===== src/xbus_params.svh =====
// Sizing and address map; I/O and DMA windows are four words each and must stay clear of the RAM
`ifndef XBUS_PARAMS_SVH
`define XBUS_PARAMS_SVH

//////////////////////////////////////////////////////////////////////
// Bus widths

`define XBUS_ADDR_W 22
`define XBUS_DATA_W 32

//////////////////////////////////////////////////////////////////////
// Address map

// RAM decodes from word address zero upward
`define XBUS_RAM_WORDS 4096

// Register windows, four words each
`define XBUS_IO_BASE 22'h3ff500
`define XBUS_DMA_BASE 22'h3ff580

// Cycles in REQ before an unanswered access completes with zero data
`define XBUS_TIMEOUT 63

`endif


===== src/xbus_pkg.sv =====
// Bus types shared by the interface and its devices; field widths come from xbus_params.svh
`default_nettype none

`include "xbus_params.svh"

package xbus_pkg;

   // What a master presents to a device
   typedef struct packed {
      logic [`XBUS_ADDR_W-1:0] addr;
      logic [`XBUS_DATA_W-1:0] data;
      logic                    write;
   } xbus_req_t;

   // What each device returns
   // ack is a single-cycle pulse, data valid in that cycle
   typedef struct packed {
      logic [`XBUS_DATA_W-1:0] data;
      logic                    ack;
      logic                    decode;
   } xbus_rsp_t;

   // Bus owner state, IDLE is the all-zero code
   typedef enum logic [3:0] {
      IDLE  = 4'b0000,
      REQ   = 4'b0001,
      WAIT  = 4'b0010,
      SLAVE = 4'b0100,
      SWAIT = 4'b1000
   } xbus_state_t;

endpackage

`default_nettype wire


===== src/xbus_io.sv =====
// Keyboard and mouse latches; a new ready pulse overwrites unread data, a set wins over a read clear
`timescale 1ns/1ps
`default_nettype none

`include "xbus_params.svh"

module xbus_io (
   input  logic                clk,
   input  logic                reset,
   input  logic                req,
   input  xbus_pkg::xbus_req_t bus,
   output xbus_pkg::xbus_rsp_t rsp,
   input  logic [15:0]         kb_data,
   input  logic                kb_ready,
   input  logic [11:0]         ms_x,
   input  logic [11:0]         ms_y,
   input  logic [2:0]          ms_button,
   input  logic                ms_ready,
   output logic                interrupt
);

   localparam logic [`XBUS_ADDR_W-1:0] BASE = `XBUS_IO_BASE;

   logic                    decode;
   logic                    access;
   logic                    ack_q;
   logic [1:0]              offset;
   logic                    rd_kb;
   logic                    rd_ms;
   logic [15:0]             kb_word;
   logic [26:0]             ms_word;
   // Bit 0 keyboard, bit 1 mouse
   logic [1:0]              pending;
   logic [1:0]              enable;
   logic [`XBUS_DATA_W-1:0] rdata;
   logic [`XBUS_DATA_W-1:0] rdata_q;

   assign decode = bus.addr[`XBUS_ADDR_W-1:2] == BASE[`XBUS_ADDR_W-1:2];
   assign offset = bus.addr[1:0];

   // One access per held request, acked the next cycle
   assign access = req & decode & ~ack_q;
   assign rd_kb  = access & ~bus.write & (offset == 2'd0);
   assign rd_ms  = access & ~bus.write & (offset == 2'd1);

   always_comb begin
      case (offset)
         2'd0:    rdata = `XBUS_DATA_W'(kb_word);
         2'd1:    rdata = `XBUS_DATA_W'(ms_word);
         2'd2:    rdata = `XBUS_DATA_W'(pending);
         default: rdata = `XBUS_DATA_W'(enable);
      endcase
   end

   always_ff @(posedge clk) begin
      if (reset) begin
         ack_q   <= 1'b0;
         pending <= 2'b00;
         enable  <= 2'b00;
      end else begin
         ack_q      <= access;
         pending[0] <= kb_ready | (pending[0] & ~rd_kb);
         pending[1] <= ms_ready | (pending[1] & ~rd_ms);
         // Only the enable register takes writes
         if (access && bus.write && offset == 2'd3) begin
            enable <= bus.data[1:0];
         end
      end
   end

   // Device data and read return
   always_ff @(posedge clk) begin
      if (kb_ready) begin
         kb_word <= kb_data;
      end
      if (ms_ready) begin
         ms_word <= {ms_button, ms_y, ms_x};
      end
      if (access) begin
         rdata_q <= rdata;
      end
   end

   assign rsp.data   = rdata_q;
   assign rsp.ack    = ack_q;
   assign rsp.decode = decode;

   assign interrupt = |(pending & enable);

endmodule

`default_nettype wire


===== config.mk =====
export PLATFORM = sky130hd
export DESIGN_NAME = xbus_io
export DESIGN_NICKNAME = d
export VERILOG_FILES = /design/src/xbus_pkg.sv /design/src/xbus_io.sv
export VERILOG_INCLUDE_DIRS = /design/src
export SDC_FILE = /design/constraint.sdc
export NUM_CORES = 1
export LEC_CHECK = 0
export BUFFER_PORTS_ARGS = -buffer_cell sky130_fd_sc_hd__clkbuf_2
export CAP_MARGIN = 40
export CORE_UTILIZATION = 45
export CTS_BUF_LIST = sky130_fd_sc_hd__clkbuf_8
export DETAILED_ROUTE_END_ITERATION = 10
export MAX_ROUTING_LAYER = met4
export PLACE_DENSITY = 0.79
export SLEW_MARGIN = 10
export SYNTH_ARGS = -nofsm -noshare
export SYNTH_HDL_FRONTEND = slang
export SYNTH_SLANG_ARGS = --single-unit

===== constraint.sdc =====
create_clock -name clk -period 6.45 [get_ports clk]
set_clock_uncertainty 0.05 [all_clocks]
set_input_delay 0.3225 -clock clk [delete_from_list [all_inputs] [get_ports clk]]
set_output_delay 0.3225 -clock clk [all_outputs]
set_load 0.03 [all_outputs]

==> metrics <==
CP Capture Type=output pin; fraction of layout cells with a size suffix above 1=0.446; critical path type=input port to output pin; P_leak=approximately 1.5 nW; Fmax achieved=around 0.47 GHz; mapped cell area=2800 sq um; Final period util=0.333; DRT iter0 DRCs=63; Synth Area in Compound Gates=0.0224; P per Cell Area=between 200 and 300 nW/um^2; xor/xnor share of the synthesized area=0; largest net degree at the start of global routing=29; Async S/R FF share, synth=0; Relative slew margins=0.515; router iterations before antenna repair=4; max cap viols=0; YS warnings=0; Routed Antenna Nets=0; worst vdd ir=between 0.15 and 0.2 mV; dpl hpwl=between 3 and 4 mm; commonest cells after routing, fill and taps aside=clkbuf_2, edfxtp_1, nor2_1; Final Hold Viols=0; GRT overflow=0; endpoints failing setup=0; crit-path max FO=6; post-synthesis simple-gate area fraction=0.0935; final wirelength=roughly 4.7 mm; vias in the first global route=between 1500 and 2000; minimum clock period=~2100 ps; DR WL/cell=roughly 14 um; most common cell after layout, fill and taps aside=clkbuf_2; Post-synth top flop=edfxtp_1; #FFs+latches synth=75; RSZ-0062 raised after global routing=false; # diodes=0; all-layer global routing usage=0.162; GP Congestion=0.764; Boundary Pins=between 100 and 150; Clock Tree Root=clkbuf_8; Clock transition at path regs=roughly 70 ps; top post-synthesis cells by area=edfxtp_1, mux2i_1, dfxtp_1; routed vias=approximately 1600; largest family of logic cells by synthesized area=simple AND/OR/NAND/NOR gates; CTS Hold Bufs=0; post-synthesis sequential area ratio=0.787; die height=between 80 and 90 um; startpoint types=input port; Reg2Reg Setup Slack=approximately 5000 ps; Row Count=28; Tightest Pin Transition=about 730 ps; Fill cells=between 500 and 600; port buffer count=102; Worst-Skew Late Latency=330 ps; PostCTS Resize Cnt=0; first-pass GRT wire length=between 7 and 8 mm; number of synthesized flops with an enable pin=70; CTS tree=yes; R2R depth=4; CP required=6080 ps; Clock Tree Buf Depth=2; arrival time at the worst endpoint=around 1800 ps; Area Growth Syn to Fin=25.5%; count of different cell masters after synthesis=30; status=finished, final reports clean; initial antenna violation count=0; postcts setup bufs=0; setup tns final=0 ps; Final Util=0.589; clk sinks=75; largest area contributor in the netlist=edfxtp_1; DIE WIDTH=roughly 81 um; mux share of post-synthesis cell area=0.0662; Max Transition Viols Final=0; CORE AREA=just under 6000 sq um; Hold Crit Depth=1; Hold Path Class=input port to register; Post-Synth Adder-Cell Area=0; Via density=4.69; H-tree lvl count=3; top cell type's share of synthesized area=0.752; Starting Density=0.470; CTS buffer count=9; syn avg cell area=17.4 sq um; synthesized instance count=161; DRC=0; die area=about 6500 sq um; Final #Nets=between 300 and 400
[final timing paths]
check | startpoint | endpoint
worst max-delay path | bus[37] | rsp[0]
worst min-delay path | kb_data[15] | kb_word[15]
worst max register to register | ack_q | enable[0]
worst min register to register | pending[1] | pending[1]
[routing by layer]
| layer | share of wire | wire length [um] | vias up | global-route usage |
|---|---|---|---|---|
| met2 | 0.52 | 2470 | 58 | 0.275 |
| met1 | 0.40 | 1900 | 749 | 0.168 |
| met3 | 0.045 | 210 | 11 | 0.0337 |
| met4 | 0.028 | 131 | 0 | 0.109 |
| li1 | - | - | 804 | - |
| met5 | 0 | 0 | - | - |
[through the flow]
| stage | hold WS [ps] | std cells | total power [mW] | setup slack (ps) | cell area (sq um) |
|---|---|---|---|---|---|
| 2_1_floorplan | 342 | 165 | 0.599 | 3510 | 2810 |
| 3_3_place_gp | 419 | 330 | 0.626 | 4100 | 3350 |
| 3_5_place_dp | 420 | 330 | 0.629 | 4060 | 3350 |
| 4_1_cts | 89.3 | 346 | 0.921 | 4300 | 3510 |
| 5_1_grt | 88.0 | 346 | 0.946 | 4190 | 3510 |
| 6_report | 112 | 346 | 0.910 | 4310 | 3510 |
[report_power, final]
| group | leakage (nW) | switching [mW] | internal, mW |
|---|---|---|---|
| logic | 0.662 | 0.0279 | 0.0270 |
| clock network | 0.0853 | 0.157 | 0.134 |
| registers | 0.747 | 0.00589 | 0.557 |
[critical path: stages]
cell,delay [ps]
clkbuf_2,80
or4b_1,520
or3_1,500
nor2_1,140
clkbuf_2,210
[sequential cells by signal (all words and copies together) (netlist names)]
signal   cells
ms_word     27
rdata_q     27
kb_word     16
enable       2
pending      2
ack_q        1
[logic make-up after synthesis]
group | Yosys count
AO/OA/AOI/OAI | 9
buffers and inverters | 14
flip-flops | 75
multiplexers | 16
other | 1
AND/OR/NAND/NOR | 46
[final cells by class]
type | instances | area, sq um | share of cell area
Inverter | 1 | 3.75 | 0.00107
Clock inverter | 7 | 35.0 | 0.00998
Timing Repair Buffer | 103 | 518 | 0.148
Tap cell | 75 | 93.8 | 0.0267
Multi-Input combinational cell | 76 | 534 | 0.152
Sequential cell | 75 | 2200 | 0.627
Clock buffer | 9 | 124 | 0.0353
[cells in the mapped netlist, types with 2 or more instances]
| library cell | instances |
|---|---|
| nand4_1 | 4 |
| buf_2 | 2 |
| a21oi_1 | 4 |
| nor2_1 | 17 |
| o21ai_0 | 2 |
| or4b_1 | 2 |
| nor4_1 | 2 |
| dfxtp_1 | 5 |
| clkbuf_1 | 3 |
| buf_4 | 7 |
| mux4_2 | 2 |
| and2_1 | 11 |
| mux2i_1 | 14 |
| edfxtp_1 | 70 |
(Power assumes the default switching activity.)
