`src/xbus_params.svh`:
```
// Sizing and address map; I/O and DMA windows are four words each and must stay clear of the RAM
`ifndef XBUS_PARAMS_SVH
`define XBUS_PARAMS_SVH

//////////////////////////////////////////////////////////////////////
// Bus widths

`define XBUS_ADDR_W 22
`define XBUS_DATA_W 32

//////////////////////////////////////////////////////////////////////
// Address map

// RAM decodes from word address zero upward
`define XBUS_RAM_WORDS 4096

// Register windows, four words each
`define XBUS_IO_BASE 22'h3ff500
`define XBUS_DMA_BASE 22'h3ff580

// Cycles in REQ before an unanswered access completes with zero data
`define XBUS_TIMEOUT 63

`endif

```
`src/xbus_pkg.sv`:
```
// Bus types shared by the interface and its devices; field widths come from xbus_params.svh
`default_nettype none

`include "xbus_params.svh"

package xbus_pkg;

   // What a master presents to a device
   typedef struct packed {
      logic [`XBUS_ADDR_W-1:0] addr;
      logic [`XBUS_DATA_W-1:0] data;
      logic                    write;
   } xbus_req_t;

   // What each device returns
   // ack is a single-cycle pulse, data valid in that cycle
   typedef struct packed {
      logic [`XBUS_DATA_W-1:0] data;
      logic                    ack;
      logic                    decode;
   } xbus_rsp_t;

   // Bus owner state, IDLE is the all-zero code
   typedef enum logic [3:0] {
      IDLE  = 4'b0000,
      REQ   = 4'b0001,
      WAIT  = 4'b0010,
      SLAVE = 4'b0100,
      SWAIT = 4'b1000
   } xbus_state_t;

endpackage

`default_nettype wire

```
`src/xbus_dma.sv`:
```
// Block DMA into RAM, one buffered word; words arriving while idle or with the buffer full are dropped
`timescale 1ns/1ps
`default_nettype none

`include "xbus_params.svh"

module xbus_dma (
   input  logic                    clk,
   input  logic                    reset,
   input  logic                    req,
   input  xbus_pkg::xbus_req_t     bus,
   output xbus_pkg::xbus_rsp_t     rsp,
   input  logic [`XBUS_DATA_W-1:0] blk_data,
   input  logic                    blk_valid,
   output logic                    blk_rdy,
   output logic                    busreq,
   input  logic                    busgrant,
   output logic                    mreq,
   output xbus_pkg::xbus_req_t     mbus,
   input  xbus_pkg::xbus_rsp_t     mrsp,
   output logic                    interrupt
);

   localparam logic [`XBUS_ADDR_W-1:0] BASE = `XBUS_DMA_BASE;

   logic                    decode;
   logic                    access;
   logic                    ack_q;
   logic [1:0]              offset;
   logic [`XBUS_ADDR_W-1:0] target;
   logic [`XBUS_ADDR_W-1:0] count;
   logic                    busy;
   logic                    done;
   logic                    irq_en;
   logic                    full;
   logic [`XBUS_DATA_W-1:0] word;
   logic [`XBUS_DATA_W-1:0] rdata;
   logic [`XBUS_DATA_W-1:0] rdata_q;
   logic                    take;
   logic                    wdone;

   assign decode = bus.addr[`XBUS_ADDR_W-1:2] == BASE[`XBUS_ADDR_W-1:2];
   assign offset = bus.addr[1:0];
   assign access = req & decode & ~ack_q;

   // Block word into the buffer, buffer word into RAM
   assign take  = busy & blk_valid & ~full;
   assign wdone = mreq & mrsp.ack;

   always_comb begin
      case (offset)
         2'd0:    rdata = `XBUS_DATA_W'(target);
         2'd1:    rdata = `XBUS_DATA_W'(count);
         2'd2:    rdata = `XBUS_DATA_W'({irq_en, busy});
         default: rdata = `XBUS_DATA_W'({done, busy});
      endcase
   end

   //////////////////////////////////////////////////////////////////////
   // Registers and transfer control

   always_ff @(posedge clk) begin
      if (reset) begin
         ack_q  <= 1'b0;
         target <= '0;
         count  <= '0;
         busy   <= 1'b0;
         done   <= 1'b0;
         irq_en <= 1'b0;
         full   <= 1'b0;
         mreq   <= 1'b0;
      end else begin
         ack_q <= access;
         // Held through the RAM ack cycle, never past the grant
         mreq  <= busgrant & full & ~mrsp.ack;
         if (take) begin
            full <= 1'b1;
         end else if (wdone) begin
            full <= 1'b0;
         end
         if (wdone) begin
            target <= target + 1'b1;
            count  <= count - 1'b1;
            if (count == `XBUS_ADDR_W'(1)) begin
               busy <= 1'b0;
               done <= 1'b1;
            end
         end else if (access && bus.write) begin
            case (offset)
               2'd0: target <= bus.data[`XBUS_ADDR_W-1:0];
               2'd1: count <= bus.data[`XBUS_ADDR_W-1:0];
               2'd2: begin
                  irq_en <= bus.data[1];
                  // Start with nothing to move finishes at once
                  if (bus.data[0]) begin
                     if (count != '0) begin
                        busy <= 1'b1;
                     end else begin
                        done <= 1'b1;
                     end
                  end
               end
               default: done <= 1'b0;
            endcase
         end
      end
   end

   always_ff @(posedge clk) begin
      if (take) begin
         word <= blk_data;
      end
      if (access) begin
         rdata_q <= rdata;
      end
   end

   assign blk_rdy = ~full;
   assign busreq  = full;

   assign mbus.addr  = target;
   assign mbus.data  = word;
   assign mbus.write = 1'b1;

   assign rsp.data   = rdata_q;
   assign rsp.ack    = ack_q;
   assign rsp.decode = decode;

   assign interrupt = done & irq_en;

   a_mreq_granted: assert property (@(posedge clk) disable iff (reset)
      mreq |-> busgrant);

endmodule

`default_nettype wire

```
`config.mk`:
```
export PLATFORM = sky130hd
export DESIGN_NAME = xbus_dma
export DESIGN_NICKNAME = d
export VERILOG_FILES = /design/src/xbus_pkg.sv /design/src/xbus_dma.sv
export VERILOG_INCLUDE_DIRS = /design/src
export SDC_FILE = /design/constraint.sdc
export NUM_CORES = 1
export LEC_CHECK = 0
export BUFFER_PORTS_ARGS = -buffer_cell sky130_fd_sc_hd__buf_4
export CAP_MARGIN = 10
export CORE_ASPECT_RATIO = 0.6
export CORE_MARGIN = 2
export CORE_UTILIZATION = 45
export DETAILED_ROUTE_END_ITERATION = 8
export GPL_ROUTABILITY_DRIVEN = 0
export PLACE_DENSITY = 0.8
export RECOVER_POWER = 25
export SYNTH_ARGS = -nofsm -noshare
export SYNTH_HDL_FRONTEND = slang
export SYNTH_SLANG_ARGS = --single-unit
```
`constraint.sdc`:
```
create_clock -name clk -period 6.9 [get_ports clk]
set_input_delay 0.69 -clock clk [delete_from_list [all_inputs] [get_ports clk]]
set_output_delay 0.69 -clock clk [all_outputs]
set_load 0.03 [all_outputs]
```
==> results.yml <==
clocking:
  clkTransAtPathRegs_ns: 0.06
  clkSinkCount: 104
  cts.htree.levels: 3
  cts_setup_buffers: 0
  worstSkewPairLatency_ns: 0.35
  cts_buffers: 9
  cts_buffer_depth: 2
  cts_hold_buf: 0
  cts_root_buffer: "clkbuf_16"
  post_cts_resize_count: 0
  cts_tree: "yes"
pwr:
  p_sw_share_pct: 20.7
  pwr_density_cell_mw_per_mm2: 189
  internal_power_mw: 0.984
  power_mw: 1.24
  peakVddDrop_mv: 0.140
  pwr-share-comb_pct: 5.8
  p_seq_share_pct: 52.1
  p_leak_nw: 2.51
  clock_power_share_pct: 42.2
  p_sw_mw: 0.257
routing:
  drc: 0
  wire_per_inst_um: 20.7
  firstDrtPassIters: 5
  drt.antenna.violating_nets: 0
  viasPerCell: 6.09
  wirelength_um: 16200
  vias: 4742
  drtIter0Drc: 543
floorplan:
  fp.dieW_um: 140
  dieArea_mm2: 0.0120
  die_y_um: 85.8
  start_util_pct: 46.9
  boundaryPins: 219
  rows: 29
  coreArea_mm2: 0.0107
sta:
  hold_viol_final: 0
  timing.hold.ws_ns: 0.509
  tightest_slew_ns: 2.29
  rsz0062_at_grt: "false"
  setup_viol: 0
  period_minus_slack_ns: 3.81
  fin_ws_ns: 3.09
  post-route-period-util_pct: 55.2
  fmax_ghz: 0.263
  max-slew-margin-rel_pct: -52.6
  skew_ns: 0.00877
  slew_viol_final: 110
  tns_ns: 0
cells_and_area:
  diodes: 0
  areaGrowthSynthToFinish_pct: 31.0
  fin_area_mm2: 0.00657
  drive_gt1_share_pct: 31.1
  fin_util_pct: 61.4
  fin_cells: 779
  nets: 764
worst_setup_path:
  slowest_delay_ns: 1.46
  end_kind: "flop"
  worstSetupStartpointType: "input port"
  crit_type: "in2reg"
  required_ns: 7.15
  crit_fanout: 27
  arrival_ns: 4.05
  slowest_stage: "clkbuf_1"
  path_cells: "clkbuf_1, nand3b_1, nor4_4, nand2_1, a31oi_1"
grt:
  grt_pass1_vias: 4513
  grt_max_degree: 48
  grt_pass1_wl_um: 24400
  grt_remaining_overflow: 0
  grt_use_total_pct: 26.6
  antenna_found_initial: 0
logic_synthesis:
  synth_mux_area_share_pct: 5.43
  synthAdderAreaFrac_pct: 0.748
  synth_top_area_cell: "edfxtp_1"
  synth_compound_area_share_pct: 15.3
  ys_seq_area_share_pct: 52.2
  synthTopCellsByCount: "edfxtp_1 (54), dfxtp_1 (50), nor2_1 (50)"
  syn_area_per_cell_um2: 10.4
  yosysWarnings: 0
  synth.most_common_cell: "edfxtp_1"
  synth_edf_count: 54
  ys_top_cells_by_area: "edfxtp_1 (32%), dfxtp_1 (20%), mux2i_1 (5.0%)"
  synth_async_sr_flop_share_pct: 0
  synthSimpleGateAreaFrac_pct: 20.7
  syn_area_mm2: 0.00502
  synth-xor-area-share_pct: 0.523
  synth_top_family_by_area: "simple AND/OR/NAND/NOR gates"
  synthDistinctLibCells: 70
  ys_ff_latch: 104
  syn_inst: 485
  synth_top_area_share_pct: 32.3
  synth-main-ff-cell: "edfxtp_1"
place:
  dp_slack_ns: 3.71
  dp_hpwl_um: 11700
  dp.cells: 763
  portBuffers: 164
  dpl_cell_area_mm2: 0.00628
job:
  cap_violations: 3
run_status:
  violations: "capacitance limit, slew limit"
  outcome: "complete, but fails checks"
hold_path:
  hold_class: "reg2reg"
## critical path, delay by kind of cell
kind,cells,cell delay (ns)
buf+inv,1,1.46
compound gates,1,0.20
simple gates,3,1.69
## path summary, 6_finish.rpt
path	start	to	slack, ns	cells after the start
worst min-delay path	busy	busy	0.51	2
worst min register to register	busy	busy	0.51	2
worst max register to register	ack_q	count[13]	4.34	4
worst max-delay path	bus[33]	count[13]	3.09	5
## sequential cells by signal (all words and copies together), names as in the netlist
name / flops
ack_q: 1
word: 32
target: 22
busy: 1
rdata_q: 22
count: 22
mreq: 1
done: 1
busreq: 1
irq_en: 1
## layout by cell type, fill, tap and decap left out, types with 4 or more instances in the layout
cell         n
nand3_1     26
a211oi_1     8
clkbuf_1     6
o21ai_0     10
a2bb2oi_1   10
a21oi_1     34
and3_1       4
mux2i_1     25
clkbuf_16    9
edfxtp_1    54
conb_1      11
nor2_1      49
nor4_1       7
and4_1       4
dfxtp_1     50
nand2_1     33
buf_4      135
a31oi_1     12
nor3_1      14
clkbuf_4    32
o211ai_1     6
nand4_1     16
inv_1        7
## logic make-up after synthesis
logic type               count (synthesis)
AND/OR/NAND/NOR                        187
AO/OA/AOI/OAI                          113
flip-flops                             104
buffers and inverters                   47
multiplexers                            26
adder cells (fa/ha/maj)                  3
XOR/XNOR                                 3
other                                    2
## per-layer routing
| layer | GRT usage [%] | part of all wire, % | vias up | wire length [um] |
|---|---|---|---|---|
| li1 | - | - | 2140 | - |
| met1 | 37.5 | 42 | 2278 | 6770 |
| met2 | 39.7 | 44 | 300 | 7060 |
| met3 | 8.65 | 13 | 24 | 2070 |
| met4 | 7.25 | 1.6 | 0 | 259 |
| met5 | 0 | 0 | - | 0 |
## area by class of cell
type                            instances  area [um2]
Clock inverter                          2        38.8
Sequential cell                       104        2620
Fill cell                             893        4130
Clock buffer                           14         264
Inverter                                7        26.3
Tap cell                              139         174
Multi-Input combinational cell        343        2180
Timing Repair Buffer                  170        1260
## power groups by stage
stage	registers, mW	clock network (mW)	logic, mW
final	0.647	0.523	0.0714
after global routing	0.646	0.552	0.0751
after CTS	0.647	0.525	0.0707
after detailed placement	0.661	0	0.0706
after floorplan	0.661	0	0.0312
after global placement	0.661	0	0.0692
No activity file was read; power rests on OpenSTA's default activity.
